## src/design/pci_ctrl_defs.svh

```systemverilog
/*
 * Bus width and reset polarity macros shared by the PCI signal-timing core
 */
`ifndef PCI_CTRL_DEFS_SVH
`define PCI_CTRL_DEFS_SVH

// Width of the multiplexed address/data bus
`define PCI_AD_WIDTH 32

// Level of async_reset that clears the control state and output enables
`define PCI_RESET_LEVEL 1'b1

`endif

```

## src/design/pci_ctrl_ifs.sv

```systemverilog
/*
 * Signal bundles between the PCI sampler, the next-state decoders
 * and the pad drivers: sampled inputs, next values, registered outputs
 */
`include "pci_ctrl_defs.svh"
`default_nettype none

// Bypassed control samples, valid combinationally within the cycle
interface pci_sample_if;
  logic frame_in;
  logic irdy_in;
  logic trdy_in;
  logic stop_in;

  modport src (output frame_in, irdy_in, trdy_in, stop_in);
  modport dst (input frame_in, irdy_in, trdy_in, stop_in);
endinterface

// Next values for the output registers
interface pci_next_if;
  logic frame_next;
  logic irdy_next;
  logic devsel_next;
  logic trdy_next;
  logic stop_next;

  // The master decoder owns FRAME and IRDY, the target decoder the rest
  modport master (output frame_next, irdy_next);
  modport target (output devsel_next, trdy_next, stop_next);
  modport dst (input frame_next, irdy_next, devsel_next, trdy_next, stop_next);
endinterface

// Registered pad values and enables, fed back for the post-flop bypass
interface pci_drive_if;
  logic                     frame_q;
  logic                     irdy_q;
  logic                     devsel_q;
  logic                     trdy_q;
  logic                     stop_q;
  logic [`PCI_AD_WIDTH-1:0] ad_q;
  logic                     master_oe;
  logic                     target_oe;
  logic                     ad_oe;

  modport src (output frame_q, irdy_q, devsel_q, trdy_q, stop_q, ad_q,
               master_oe, target_oe, ad_oe);
  modport dst (input frame_q, irdy_q, devsel_q, trdy_q, stop_q, ad_q,
               master_oe, target_oe, ad_oe);
endinterface

`default_nettype wire

```

## src/design/pci_pad_drivers.sv

```systemverilog
/*
 * PCI output registers, output-enable registers and the data latch enable
 */
`include "pci_ctrl_defs.svh"
`default_nettype none

module pci_pad_drivers (
  input  logic                     pci_clk,
  input  logic                     async_reset,
  input  logic                     master_oe_next,
  input  logic                     target_oe_next,
  input  logic                     ad_oe_next,
  input  logic                     master_expects_trdy,
  input  logic                     target_expects_irdy,
  input  logic                     new_data_unconditional,
  input  logic [`PCI_AD_WIDTH-1:0] ad_out_next,
  pci_sample_if.dst                sample,
  pci_next_if.dst                  nxt,
  pci_drive_if.src                 drive,
  output logic                     frame_out,
  output logic                     irdy_out,
  output logic                     devsel_out,
  output logic                     trdy_out,
  output logic                     stop_out,
  output logic [`PCI_AD_WIDTH-1:0] ad_out,
  output logic                     master_oe,
  output logic                     target_oe,
  output logic                     ad_oe
);

  // New AD word may be loaded this edge
  logic ad_out_en;

  // ==============================
  // Data latch enable
  // ==============================

  // Data advances when the other side accepts the current word, or at
  // the start of an address phase
  assign ad_out_en = (master_expects_trdy & sample.trdy_in)
                   | (target_expects_irdy & sample.irdy_in)
                   | new_data_unconditional;

  // ==============================
  // Output and enable registers
  // ==============================

  // The bus clock may be stopped, so the enables must drop on reset
  // itself and not wait for an edge
  always_ff @(posedge pci_clk or posedge async_reset)
  begin
    if (async_reset == `PCI_RESET_LEVEL)
    begin
      master_oe <= 1'b0;
      target_oe <= 1'b0;
      ad_oe     <= 1'b0;
    end
    else
    begin
      master_oe <= master_oe_next;
      target_oe <= target_oe_next;
      ad_oe     <= ad_oe_next;
    end
  end

  // Control outputs follow their decoded next values one edge later
  always_ff @(posedge pci_clk or posedge async_reset)
  begin
    if (async_reset == `PCI_RESET_LEVEL)
    begin
      frame_out  <= 1'b0;
      irdy_out   <= 1'b0;
      devsel_out <= 1'b0;
      trdy_out   <= 1'b0;
      stop_out   <= 1'b0;
      ad_out     <= '0;
    end
    else
    begin
      frame_out  <= nxt.frame_next;
      irdy_out   <= nxt.irdy_next;
      devsel_out <= nxt.devsel_next;
      trdy_out   <= nxt.trdy_next;
      stop_out   <= nxt.stop_next;
      // AD holds its word until the latch enable fires
      if (ad_out_en)
      begin
        ad_out <= ad_out_next;
      end
    end
  end

  // Register side of the pads, fed back to the sampler
  assign drive.frame_q   = frame_out;
  assign drive.irdy_q    = irdy_out;
  assign drive.devsel_q  = devsel_out;
  assign drive.trdy_q    = trdy_out;
  assign drive.stop_q    = stop_out;
  assign drive.ad_q      = ad_out;
  assign drive.master_oe = master_oe;
  assign drive.target_oe = target_oe;
  assign drive.ad_oe     = ad_oe;

  // No pad may be driven while the bus is held in reset
  a_oe_off_in_reset : assert property (
    @(posedge pci_clk) async_reset |-> !(master_oe | target_oe | ad_oe)
  );

endmodule

`default_nettype wire

```

## src/flat_wrapper.sv

```systemverilog
// flat-port wrapper written by rule: the top's interface ports become plain ports
module pci_pad_drivers_flat 
  (pci_clk, async_reset, master_oe_next, target_oe_next, ad_oe_next, master_expects_trdy, target_expects_irdy, new_data_unconditional, ad_out_next, frame_out, irdy_out, devsel_out, trdy_out, stop_out, ad_out, master_oe, target_oe, ad_oe, sample_frame_in, sample_irdy_in, sample_trdy_in, sample_stop_in, nxt_frame_next, nxt_irdy_next, nxt_devsel_next, nxt_trdy_next, nxt_stop_next, drive_frame_q, drive_irdy_q, drive_devsel_q, drive_trdy_q, drive_stop_q, drive_ad_q, drive_master_oe, drive_target_oe, drive_ad_oe);
  pci_sample_if sample_i ();
  pci_next_if nxt_i ();
  pci_drive_if drive_i ();
  input  logic pci_clk;
  input  logic async_reset;
  input  logic master_oe_next;
  input  logic target_oe_next;
  input  logic ad_oe_next;
  input  logic master_expects_trdy;
  input  logic target_expects_irdy;
  input  logic new_data_unconditional;
  input  logic [`PCI_AD_WIDTH-1:0] ad_out_next;
  output logic frame_out;
  output logic irdy_out;
  output logic devsel_out;
  output logic trdy_out;
  output logic stop_out;
  output logic [`PCI_AD_WIDTH-1:0] ad_out;
  output logic master_oe;
  output logic target_oe;
  output logic ad_oe;
  input wire logic [$bits(sample_i.frame_in)-1:0] sample_frame_in;
  input wire logic [$bits(sample_i.irdy_in)-1:0] sample_irdy_in;
  input wire logic [$bits(sample_i.trdy_in)-1:0] sample_trdy_in;
  input wire logic [$bits(sample_i.stop_in)-1:0] sample_stop_in;
  input wire logic [$bits(nxt_i.frame_next)-1:0] nxt_frame_next;
  input wire logic [$bits(nxt_i.irdy_next)-1:0] nxt_irdy_next;
  input wire logic [$bits(nxt_i.devsel_next)-1:0] nxt_devsel_next;
  input wire logic [$bits(nxt_i.trdy_next)-1:0] nxt_trdy_next;
  input wire logic [$bits(nxt_i.stop_next)-1:0] nxt_stop_next;
  output wire logic [$bits(drive_i.frame_q)-1:0] drive_frame_q;
  output wire logic [$bits(drive_i.irdy_q)-1:0] drive_irdy_q;
  output wire logic [$bits(drive_i.devsel_q)-1:0] drive_devsel_q;
  output wire logic [$bits(drive_i.trdy_q)-1:0] drive_trdy_q;
  output wire logic [$bits(drive_i.stop_q)-1:0] drive_stop_q;
  output wire logic [$bits(drive_i.ad_q)-1:0] drive_ad_q;
  output wire logic [$bits(drive_i.master_oe)-1:0] drive_master_oe;
  output wire logic [$bits(drive_i.target_oe)-1:0] drive_target_oe;
  output wire logic [$bits(drive_i.ad_oe)-1:0] drive_ad_oe;
  assign sample_i.frame_in = sample_frame_in;
  assign sample_i.irdy_in = sample_irdy_in;
  assign sample_i.trdy_in = sample_trdy_in;
  assign sample_i.stop_in = sample_stop_in;
  assign nxt_i.frame_next = nxt_frame_next;
  assign nxt_i.irdy_next = nxt_irdy_next;
  assign nxt_i.devsel_next = nxt_devsel_next;
  assign nxt_i.trdy_next = nxt_trdy_next;
  assign nxt_i.stop_next = nxt_stop_next;
  assign drive_frame_q = drive_i.frame_q;
  assign drive_irdy_q = drive_i.irdy_q;
  assign drive_devsel_q = drive_i.devsel_q;
  assign drive_trdy_q = drive_i.trdy_q;
  assign drive_stop_q = drive_i.stop_q;
  assign drive_ad_q = drive_i.ad_q;
  assign drive_master_oe = drive_i.master_oe;
  assign drive_target_oe = drive_i.target_oe;
  assign drive_ad_oe = drive_i.ad_oe;
  pci_pad_drivers u_core (.pci_clk(pci_clk), .async_reset(async_reset), .master_oe_next(master_oe_next), .target_oe_next(target_oe_next), .ad_oe_next(ad_oe_next), .master_expects_trdy(master_expects_trdy), .target_expects_irdy(target_expects_irdy), .new_data_unconditional(new_data_unconditional), .ad_out_next(ad_out_next), .sample(sample_i), .nxt(nxt_i), .drive(drive_i), .frame_out(frame_out), .irdy_out(irdy_out), .devsel_out(devsel_out), .trdy_out(trdy_out), .stop_out(stop_out), .ad_out(ad_out), .master_oe(master_oe), .target_oe(target_oe), .ad_oe(ad_oe));
endmodule
```

## config.mk

```make
export PLATFORM = sky130hd
export DESIGN_NAME = pci_pad_drivers_flat
export DESIGN_NICKNAME = d
export VERILOG_FILES = /design/src/design/pci_ctrl_ifs.sv /design/src/design/pci_pad_drivers.sv /design/src/flat_wrapper.sv
export VERILOG_INCLUDE_DIRS = /design/src /design/src/design
export SDC_FILE = /design/constraint.sdc
export NUM_CORES = 1
export LEC_CHECK = 0
export BUFFER_PORTS_ARGS = -buffer_cell sky130_fd_sc_hd__buf_2
export CAP_MARGIN = 20
export CORE_MARGIN = 1.5
export CORE_UTILIZATION = 30
export DETAILED_ROUTE_END_ITERATION = 6
export MAX_ROUTING_LAYER = met4
export RECOVER_POWER = 50
export SYNTH_ARGS = -nofsm -noshare
export SYNTH_HDL_FRONTEND = slang
export SYNTH_SLANG_ARGS = --single-unit
```

## constraint.sdc

```tcl
create_clock -name pci_clk -period 1.4 [get_ports pci_clk]
set_input_delay 0.14 -clock pci_clk [delete_from_list [all_inputs] [get_ports pci_clk]]
set_output_delay 0.14 -clock pci_clk [all_outputs]
set_load 0.01 [all_outputs]
```

==> results_dict.tcl, run 1 <==
set metrics [dict create \
    status "completed" \
    startpoint_type "primary input" \
    fin_crit_sh_pct 81.7 \
    fin_skew_ns 0 \
    vias_per_cell 4.07 \
    power_density_nw_per_um2 1210 \
    routed_wl_um 3630 \
    worst_setup_path_end_kind "flip-flop" \
    min_to "u_core.ad_out[3]$_DFFE_PP0P_" \
    drive_above_1_share_pct 55.5 \
    p_seq_share_pct 48.3 \
    areaGrowthSynthToFinish_pct 31.7 \
    clk_pin_slew_ns 0.07 \
    synth_warnings 0 \
    yosys.area.top_type_share_pct 58.0 \
    yosys_register_bits 40 \
    overflow 0 \
    drv_slew 0 \
    vias 1187 \
    hp-start "ad_out_next[3]" \
    grt_max_degree 33 \
    first_pass_iters 3 \
    insertion_delay_ns 0.28 \
    numCtsBuffers 5 \
    ant_nets 0 \
    path_max_fanout 32 \
    r2r_cells 1 \
    fill_cells 581 \
    hpwl_um 2590 \
    slew_headroom_pct 64.2 \
    cts_tree "built" \
    rows 27 \
    grt_usage_pct 12.1 \
    die_x_um 78.8 \
    layout_common_cells "buf_2 (82), clkbuf_1 (45), dfrtp_1 (40), mux2_2 (30), dlygate4sd3_1 (9)" \
    power_switching_share_pct 25.7 \
    setup_viol 0 \
    drc_errors 0 \
    power_frac_comb_pct 18.8 \
    fin_crit_ns 1.14 \
    hold_viol 0 \
    max_cap_violations 0 \
    cts_sinks 40 \
    rsz0062_at_grt "false" \
    n_antenna_cell 0 \
    cts_hold_buf 9 \
    grt_pass1_wl_um 5510 \
    clkPwrFrac_pct 32.9 \
    ctsResizeCount 0 \
    synth.area.top_cells "dfrtp_1 (58%), mux2_2 (20%), buf_4 (17%), buf_6 (2.0%), a221oi_4 (1.5%)" \
    rr_endpoint "u_core.ad_out[9]$_DFFE_PP0P_" \
    post-place-ws_ns 0.0835 \
    start_util_pct 31.1 \
    mostFrequentLayoutCell "buf_2" \
    syn_inst 117 \
    cts_setup_buffers 0 \
    p_switching_mw 0.709 \
    r2r_slack_ns 0.60 \
    die_h_um 78.8 \
    yosysUniqueCellTypes 7 \
    cp.required_ns 1.57 \
    cts_root_buf "clkbuf_8" \
    worstMarginPinSlew_ns 0.534 \
    internal_power_mw 2.05 \
    synth_seq_area_share_pct 58.0 \
    ir_drop_v 0.000606 \
    htreeDepth 2 \
    dr.first_iter.drc_count 26 \
    min_path_cells 2 \
    synth_area_um2 1730 \
    tns_ns 0 \
    yosysTopAreaCell "dfrtp_1" \
    grt_antenna_before_repair 0 \
    wire_per_inst_um 12.4 \
    core-area_um2 5540 \
    p_leak_nw 1.08 \
    synth_nets 166 \
    ios 129 \
    hp-class "in2reg" \
    grt_pass1_vias 1154 \
    setup_slack_ns 0.256 \
    die-area_um2 6210 \
    syn_area_per_cell_um2 14.7 \
    gp_congestion 0.656 \
    numPortBuffers 126 \
    max_freq_mhz 874 \
    worstPathArrival_ns 1.31 \
    r2r-start "u_core.ad_out[9]$_DFFE_PP0P_" \
    nets 268 \
    critPathKind "in2reg" \
    clockBufferDepth 2 \
]
[worst max-delay path by stage]
| stage | startpoint | endpoint | cells after the start |
|---|---|---|---|
| 3_5_place_dp | target_expects_irdy | u_core.ad_out[10]$_DFFE_PP0P_ | 4 |
| 6_report | target_expects_irdy | u_core.ad_out[29]$_DFFE_PP0P_ | 4 |
| 2_1_floorplan | target_expects_irdy | u_core.ad_out[0]$_DFFE_PP0P_ | 3 |
| 4_1_cts | u_core.ad_out[9]$_DFFE_PP0P_ | drive_ad_q[9] | 1 |
| 3_3_place_gp | target_expects_irdy | u_core.ad_out[30]$_DFFE_PP0P_ | 4 |
| 5_1_grt | target_expects_irdy | u_core.ad_out[24]$_DFFE_PP0P_ | 4 |
[worst max-delay path, stage by stage]
cell,delay (ns)
buf_2,0.10
a221oi_1,0.44
buf_12,0.27
mux2_2,0.36
[synth_stat cells]
cell type   n
a221oi_4    1
inv_1       1
mux2_2     30
buf_4      40
mux2_1      2
dfrtp_1    40
buf_6       3
[layout make-up]
class / instances / area, µm² / area share (%)
multi-input cells: 33 / 369 / 16.2
clock buffers: 6 / 72.6 / 3.19
flip-flops and latches: 40 / 1000 / 44.1
repair buffers: 138 / 701 / 30.8
well taps: 72 / 90.1 / 3.96
clock inverters: 2 / 35.0 / 1.54
inverters: 1 / 3.75 / 0.165
[logic make-up after synthesis]
kind of cell    share of synthesized area, %
mux                                     20.9
buf+inv                                 19.6
compound gates                          1.52
flops                                   58.0
[metal layers]
metal  up-vias  global-route usage, %  wire length [µm]
met5         -                      -                 0
met4         0                   4.21                51
met3         4                   3.10               258
met2        65                   20.7              1920
met1       567                   13.8              1390
li1        551                      -                 -
[flip-flops by register name, indices dropped and copies added (netlist names)]
name and flops:
u_core.ad_oe 1, u_core.drive.frame_q 1, u_core.drive.stop_q 1, u_core.drive.target_oe 1, u_core.drive.trdy_q 1, u_core.drive.irdy_q 1
u_core.ad_out 32, u_core.devsel_out 1, u_core.drive.master_oe 1
[metrics by stage]
step                hold WS [ns]  cell area [µm²]  power [mW]  util [%]  instances
floorplan                  0.171             1730        1.74         -        117
global placement           0.149             2150        1.88      38.8        275
detailed placement         0.145             2150        1.89      38.8        275
CTS                       0.0594             2340        2.85      42.3        292
global route              0.0580             2270        2.93      41.0        292
finish                    0.0726             2270        2.75      41.0        292
[power by group through the flow]
stage / Sequential, mW / Combinational (mW) / Clock [mW]
after CTS: 1.33 / 0.561 / 0.958
after floorplan: 1.39 / 0.344 / 0
after global placement: 1.34 / 0.540 / 0
final: 1.33 / 0.519 / 0.906
after detailed placement: 1.35 / 0.542 / 0
after global routing: 1.35 / 0.569 / 1.02
(Power assumes the default switching activity.)
==> run 2, diff against run 1 <==
--- a/config.mk
+++ b/config.mk
@@ -6,6 +6,7 @@
 export SDC_FILE = /design/constraint.sdc
 export NUM_CORES = 1
 export LEC_CHECK = 0
+export ABC_AREA = 1
 export BUFFER_PORTS_ARGS = -buffer_cell sky130_fd_sc_hd__buf_2
 export CAP_MARGIN = 20
 export CORE_MARGIN = 1.5
==> constraint.sdc (replaced) <==
create_clock -name pci_clk -period 1.1 [get_ports pci_clk]
set_input_delay 0.11 -clock pci_clk [delete_from_list [all_inputs] [get_ports pci_clk]]
set_output_delay 0.11 -clock pci_clk [all_outputs]
set_load 0.01 [all_outputs]
==> results_dict.tcl, run 2 <==
set metrics [dict create \
    top_register "u_core.ad_out" \
    nets 349 \
    gp_congestion 0.633 \
    dr.first_iter.drc_count 38 \
    rr_endpoint "u_core.ad_out[14]$_DFFE_PP0P_" \
    power_density_nw_per_um2 1450 \
    crit_path_end "drive_ad_q[8]" \
    htreeDepth 2 \
    post-place-ws_ns 0.0796 \
    r2r_slack_ns 0.42 \
    drv_slew 0 \
    yosys_register_bits 40 \
    die-area_um2 6670 \
    layout_common_cells "buf_2 (125), nand2_1 (65), dfrtp_1 (40), nand4_1 (32), dlygate4sd3_1 (19)" \
    async_flop_share_pct 100 \
    synth_warnings 0 \
    startpoint_type "flip-flop" \
    worstPathArrival_ns 0.85 \
    yosysMostFrequentCell "nand2_1" \
    yosysUniqueCellTypes 10 \
    ctsResizeCount 0 \
    clk_pin_slew_ns 0.08 \
    routed_wl_um 4660 \
    max_cap_violations 0 \
    syn_area_per_cell_um2 9.63 \
    path_max_fanout 3 \
    path_depth 1 \
    fin_crit_ns 0.959 \
    max_freq_mhz 1040 \
    status "completed" \
    critical_path.cell_chain "buf_2" \
    hpwl_um 3100 \
    numPortBuffers 126 \
    die_x_um 81.7 \
    fin_skew_ns 0 \
    instances_no_fill 376 \
    grt_usage_pct 14.9 \
    p_leak_nw 1.44 \
    ir_drop_v 0.000455 \
    slowest_delay_ns 0.41 \
    cts_tree "built" \
    synth_nets 242 \
    ant_nets 0 \
    die_h_um 81.7 \
    vias 1641 \
    cts_setup_buffers 0 \
    first_pass_iters 4 \
    worstMarginPinSlew_ns 0.543 \
    cts_hold_buf 18 \
    rsz0062_at_grt "false" \
    synth.area.top_cells "dfrtp_1 (54%), buf_4 (16%), nand2_1 (13%), nand4_1 (11%), buf_2 (2.4%)" \
    vias_per_cell 4.36 \
    dpl.cell_count 349 \
    insertion_delay_ns 0.29 \
    numCtsBuffers 5 \
    start_util_pct 31.2 \
    setup_viol 0 \
    overflow 0 \
    synth_area_um2 1860 \
    crit_slowest_cell "dfrtp_1" \
    grt_pass1_vias 1573 \
    n_antenna_cell 0 \
    grt_max_degree 41 \
    hp-start "ad_out_next[31]" \
    tns_ns 0 \
    critPathBufInv 1 \
    cp_top_family "flip-flops" \
    synth-edff-count 0 \
    cts_root_buf "clkbuf_8" \
    grt_antenna_before_repair 0 \
    areaGrowthSynthToFinish_pct 37.6 \
    drive_above_1_share_pct 47.5 \
    placed_cell_area_um2 2270 \
    cp.required_ns 0.99 \
    synth_seq_area_share_pct 53.9 \
    synth_top_flop_cell "dfrtp_1" \
    r2r_cells 2 \
    hp-class "in2reg" \
    synth_commonest_cells "nand2_1 (64), buf_4 (40), dfrtp_1 (40)" \
    clockBufferDepth 2 \
    hold_viol 0 \
    core-area_um2 5960 \
    syn_inst 193 \
    grt_pass1_wl_um 7380 \
    slew_headroom_pct 63.8 \
    fin_area_um2 2560 \
    fin_crit_sh_pct 87.2 \
    setup_slack_ns 0.141 \
    drc_errors 0 \
    r2r-start "u_core.ad_out[14]$_DFFE_PP0P_" \
    critPathKind "reg2out" \
    startpoint "u_core.ad_out[8]$_DFFE_PP0P_" \
    largest_reg_flops 32 \
    rows 28 \
    yosys.area.top_type_share_pct 53.9 \
    yosysTopAreaCell "dfrtp_1" \
    worst_setup_path_end_kind "output port" \
    mostFrequentLayoutCell "buf_2" \
    ios 129 \
    wire_per_inst_um 12.4 \
    cts_sinks 40 \
]
==> run 2: power by group <==
part / leakage (nW) / switching [mW] / internal [mW]
Combinational: 0.905 / 0.426 / 0.353
Clock: 0.0548 / 0.548 / 0.684
Sequential: 0.476 / 0.0914 / 1.60
Total: 1.44 / 1.07 / 2.64
==> run 2: how the worst min path moves through the flow <==
stage          cells after the start  slack, ns                                to
5_1_grt                            3      0.005      u_core.ad_out[7]$_DFFE_PP0P_
3_5_place_dp                       3       0.16  u_core.drive.master_oe$_DFF_PP0_
3_3_place_gp                       3       0.15  u_core.drive.master_oe$_DFF_PP0_
4_1_cts                            3     0.0002     u_core.ad_out[31]$_DFFE_PP0P_
6_report                           3      0.007     u_core.ad_out[31]$_DFFE_PP0P_
2_1_floorplan                      0       0.14            u_core.ad_oe$_DFF_PP0_
==> run 2: layout make-up <==
class                      count  area (µm²)
fill                         611        3400
sequential                    40        1000
timing repair buffer         152         872
multi-input combinational     99         468
tap                           75        93.8
clock buffer                   5        68.8
clock inverter                 3        46.3
inverter                       2        7.51
==> run 2: logic make-up after synthesis <==
kind of cell           Yosys count  synth area share [%]
DFF                             40                  53.9
buffers and inverters           54                  20.8
and+or+nand+nor                 99                  25.3
==> run 2: layer usage <==
metal  GRT usage, %  part of all wire (%)
met2           25.0                    48
met4           4.07                  0.94
met1           18.0                    44
met3           3.67                   6.8
met5              -                     0
==> run 2: through the flow <==
stage | hold WS [ns] | utilization [%] | power (mW)
CTS | 0.000221 | 43.0 | 3.77
global route | 0.00529 | 42.9 | 3.94
floorplan | 0.141 | - | 2.25
global placement | 0.152 | 38.1 | 2.46
finish | 0.00675 | 42.9 | 3.70
detailed placement | 0.156 | 38.1 | 2.47
==> run 3, diff against run 2 <==
--- a/config.mk
+++ b/config.mk
@@ -13,7 +13,9 @@
 export CORE_UTILIZATION = 30
 export DETAILED_ROUTE_END_ITERATION = 6
 export MAX_ROUTING_LAYER = met4
+export PLACE_DENSITY = 0.63
 export RECOVER_POWER = 50
+export SLEW_MARGIN = 20
 export SYNTH_ARGS = -nofsm -noshare
 export SYNTH_HDL_FRONTEND = slang
 export SYNTH_SLANG_ARGS = --single-unit
==> results_dict.tcl, run 3 (synthesis results as in run 2) <==
set metrics [dict create \
    power_switching_share_pct 27.5 \
    die_h_um 81.7 \
    internal_power_mw 2.62 \
    whs_ns 0.0158 \
    mostFrequentLayoutCell "buf_2" \
    worstMarginPinSlew_ns 0.527 \
    overflow 0 \
    clkPwrFrac_pct 32.0 \
    slew_headroom_pct 64.9 \
    critPathKind "reg2out" \
    first_pass_iters 4 \
    dr.first_iter.drc_count 45 \
    critPathBufInv 1 \
    final_util_pct 41.7 \
    largest_reg_flops 32 \
    ctsResizeCount 0 \
    fin_crit_ns 0.952 \
    fin_area_um2 2480 \
    grt_pass1_vias 1437 \
    hp-class "in2reg" \
    setup_viol 0 \
    ant_nets 0 \
    cp_top_family "flip-flops" \
    max_freq_mhz 1050 \
    fin_crit_sh_pct 86.5 \
    placed_cell_area_um2 2290 \
    insertion_delay_ns 0.28 \
    vias_per_cell 4.41 \
    htreeDepth 2 \
    numCtsBuffers 5 \
    dpl.cell_count 350 \
    path_max_fanout 3 \
    grt_antenna_before_repair 0 \
    numPortBuffers 126 \
    gp_congestion 0.661 \
    clockBufferDepth 2 \
    crit_slowest_cell "dfrtp_1" \
    die-area_um2 6670 \
    grt_pass1_wl_um 6650 \
    cts_root_buf "clkbuf_8" \
    layout_common_cells "buf_2 (126), nand2_1 (64), dfrtp_1 (40), nand4_1 (32), dlygate4sd3_1 (9)" \
    path_depth 1 \
    p_leak_nw 1.41 \
    nets 340 \
    tns_ns 0 \
    power_frac_comb_pct 21.2 \
    power_density_nw_per_um2 1460 \
    cts_sinks 40 \
    start_util_pct 31.2 \
    r2r_cells 2 \
    vias 1618 \
    cts_tree "built" \
    fin_skew_ns 0 \
    grt_usage_pct 13.4 \
    cp.required_ns 0.99 \
    slowest_delay_ns 0.41 \
    p_switching_mw 0.994 \
    drv_slew 0 \
    r2r-start "u_core.ad_out[25]$_DFFE_PP0P_" \
    max_cap_violations 0 \
    ir_drop_v 0.000475 \
    worst_setup_path_end_kind "output port" \
    rr_endpoint "u_core.ad_out[25]$_DFFE_PP0P_" \
    drc_errors 0 \
    startpoint_type "flip-flop" \
    grt_max_degree 33 \
    crit_path_end "drive_ad_q[10]" \
    critical_path.cell_chain "buf_2" \
    top_register "u_core.ad_out" \
    hpwl_um 3140 \
    instances_no_fill 367 \
    n_antenna_cell 0 \
    p_seq_share_pct 46.8 \
    rsz0062_at_grt "false" \
    drive_above_1_share_pct 49.7 \
    rows 28 \
    status "completed" \
    hold_viol 0 \
    die_x_um 81.7 \
    wire_per_inst_um 11.8 \
    routed_wl_um 4350 \
    ios 129 \
    r2r_slack_ns 0.43 \
    core-area_um2 5960 \
    worstPathArrival_ns 0.84 \
    areaGrowthSynthToFinish_pct 33.5 \
    startpoint "u_core.ad_out[10]$_DFFE_PP0P_" \
    clk_pin_slew_ns 0.08 \
]
run 3: cell count changes in the layout (fill, tap and decap cells not counted), moves of 2 or more:
| cell | previous run | this run |
|---|---|---|
| buf_12 | 0 | 2 |
| buf_4 | 6 | 4 |
| clkbuf_2 | 0 | 2 |
| dlygate4sd3_1 | 19 | 9 |
run 3: final cells by class:
| cell class | instances | area [µm²] |
|---|---|---|
| well taps | 75 | 93.8 |
| multi-input cells | 99 | 470 |
| flip-flops and latches | 40 | 1000 |
| repair buffers | 143 | 801 |
| clock buffers | 6 | 72.6 |
| inverters | 2 | 7.51 |
| clock inverters | 2 | 35.0 |
| fillers | 609 | 3470 |
run 3: metal layers:
metal	global-route usage, %	routed length, µm	up-vias
li1	-	-	790
met1	16.7	1910	752
met2	21.3	2080	74
met3	3.78	341	2
met4	3.56	15	0
met5	-	0	-
run 3: worst min path at each step:
| stage | startpoint | end | slack, ns | cells past startpoint |
|---|---|---|---|---|
| CTS | ad_out_next[3] | u_core.ad_out[3]$_DFFE_PP0P_ | 0.004 | 3 |
| floorplan | ad_oe_next | u_core.ad_oe$_DFF_PP0_ | 0.14 | 0 |
| detailed placement | async_reset | u_core.ad_out[9]$_DFFE_PP0P_ | 0.15 | 3 |
| finish | ad_out_next[5] | u_core.ad_out[5]$_DFFE_PP0P_ | 0.02 | 3 |
| global route | ad_out_next[21] | u_core.ad_out[21]$_DFFE_PP0P_ | 0.0009 | 3 |
| global placement | async_reset | u_core.devsel_out$_DFF_PP0_ | 0.14 | 3 |
run 3: timing repair:
item	4_1_cts	5_1_grt
endpoints found under the hold margin	48	0
hold buffers	9	0
setup buffers	0	0
run 3: power by group through the flow:
stage | Sequential (mW) | Combinational (mW) | Clock, mW
final | 1.69 | 0.766 | 1.15
after global routing | 1.71 | 0.861 | 1.27
after CTS | 1.69 | 0.782 | 1.21
after detailed placement | 1.72 | 0.757 | 0
after global placement | 1.71 | 0.754 | 0
after floorplan | 1.78 | 0.473 | 0
run 3: metrics by stage:
step	setup slack, ns	total power, mW
after floorplan	0.0724	2.25
after detailed placement	0.200	2.48
final	0.148	3.61
after global placement	0.208	2.47
after CTS	0.124	3.68
after global routing	0.105	3.84
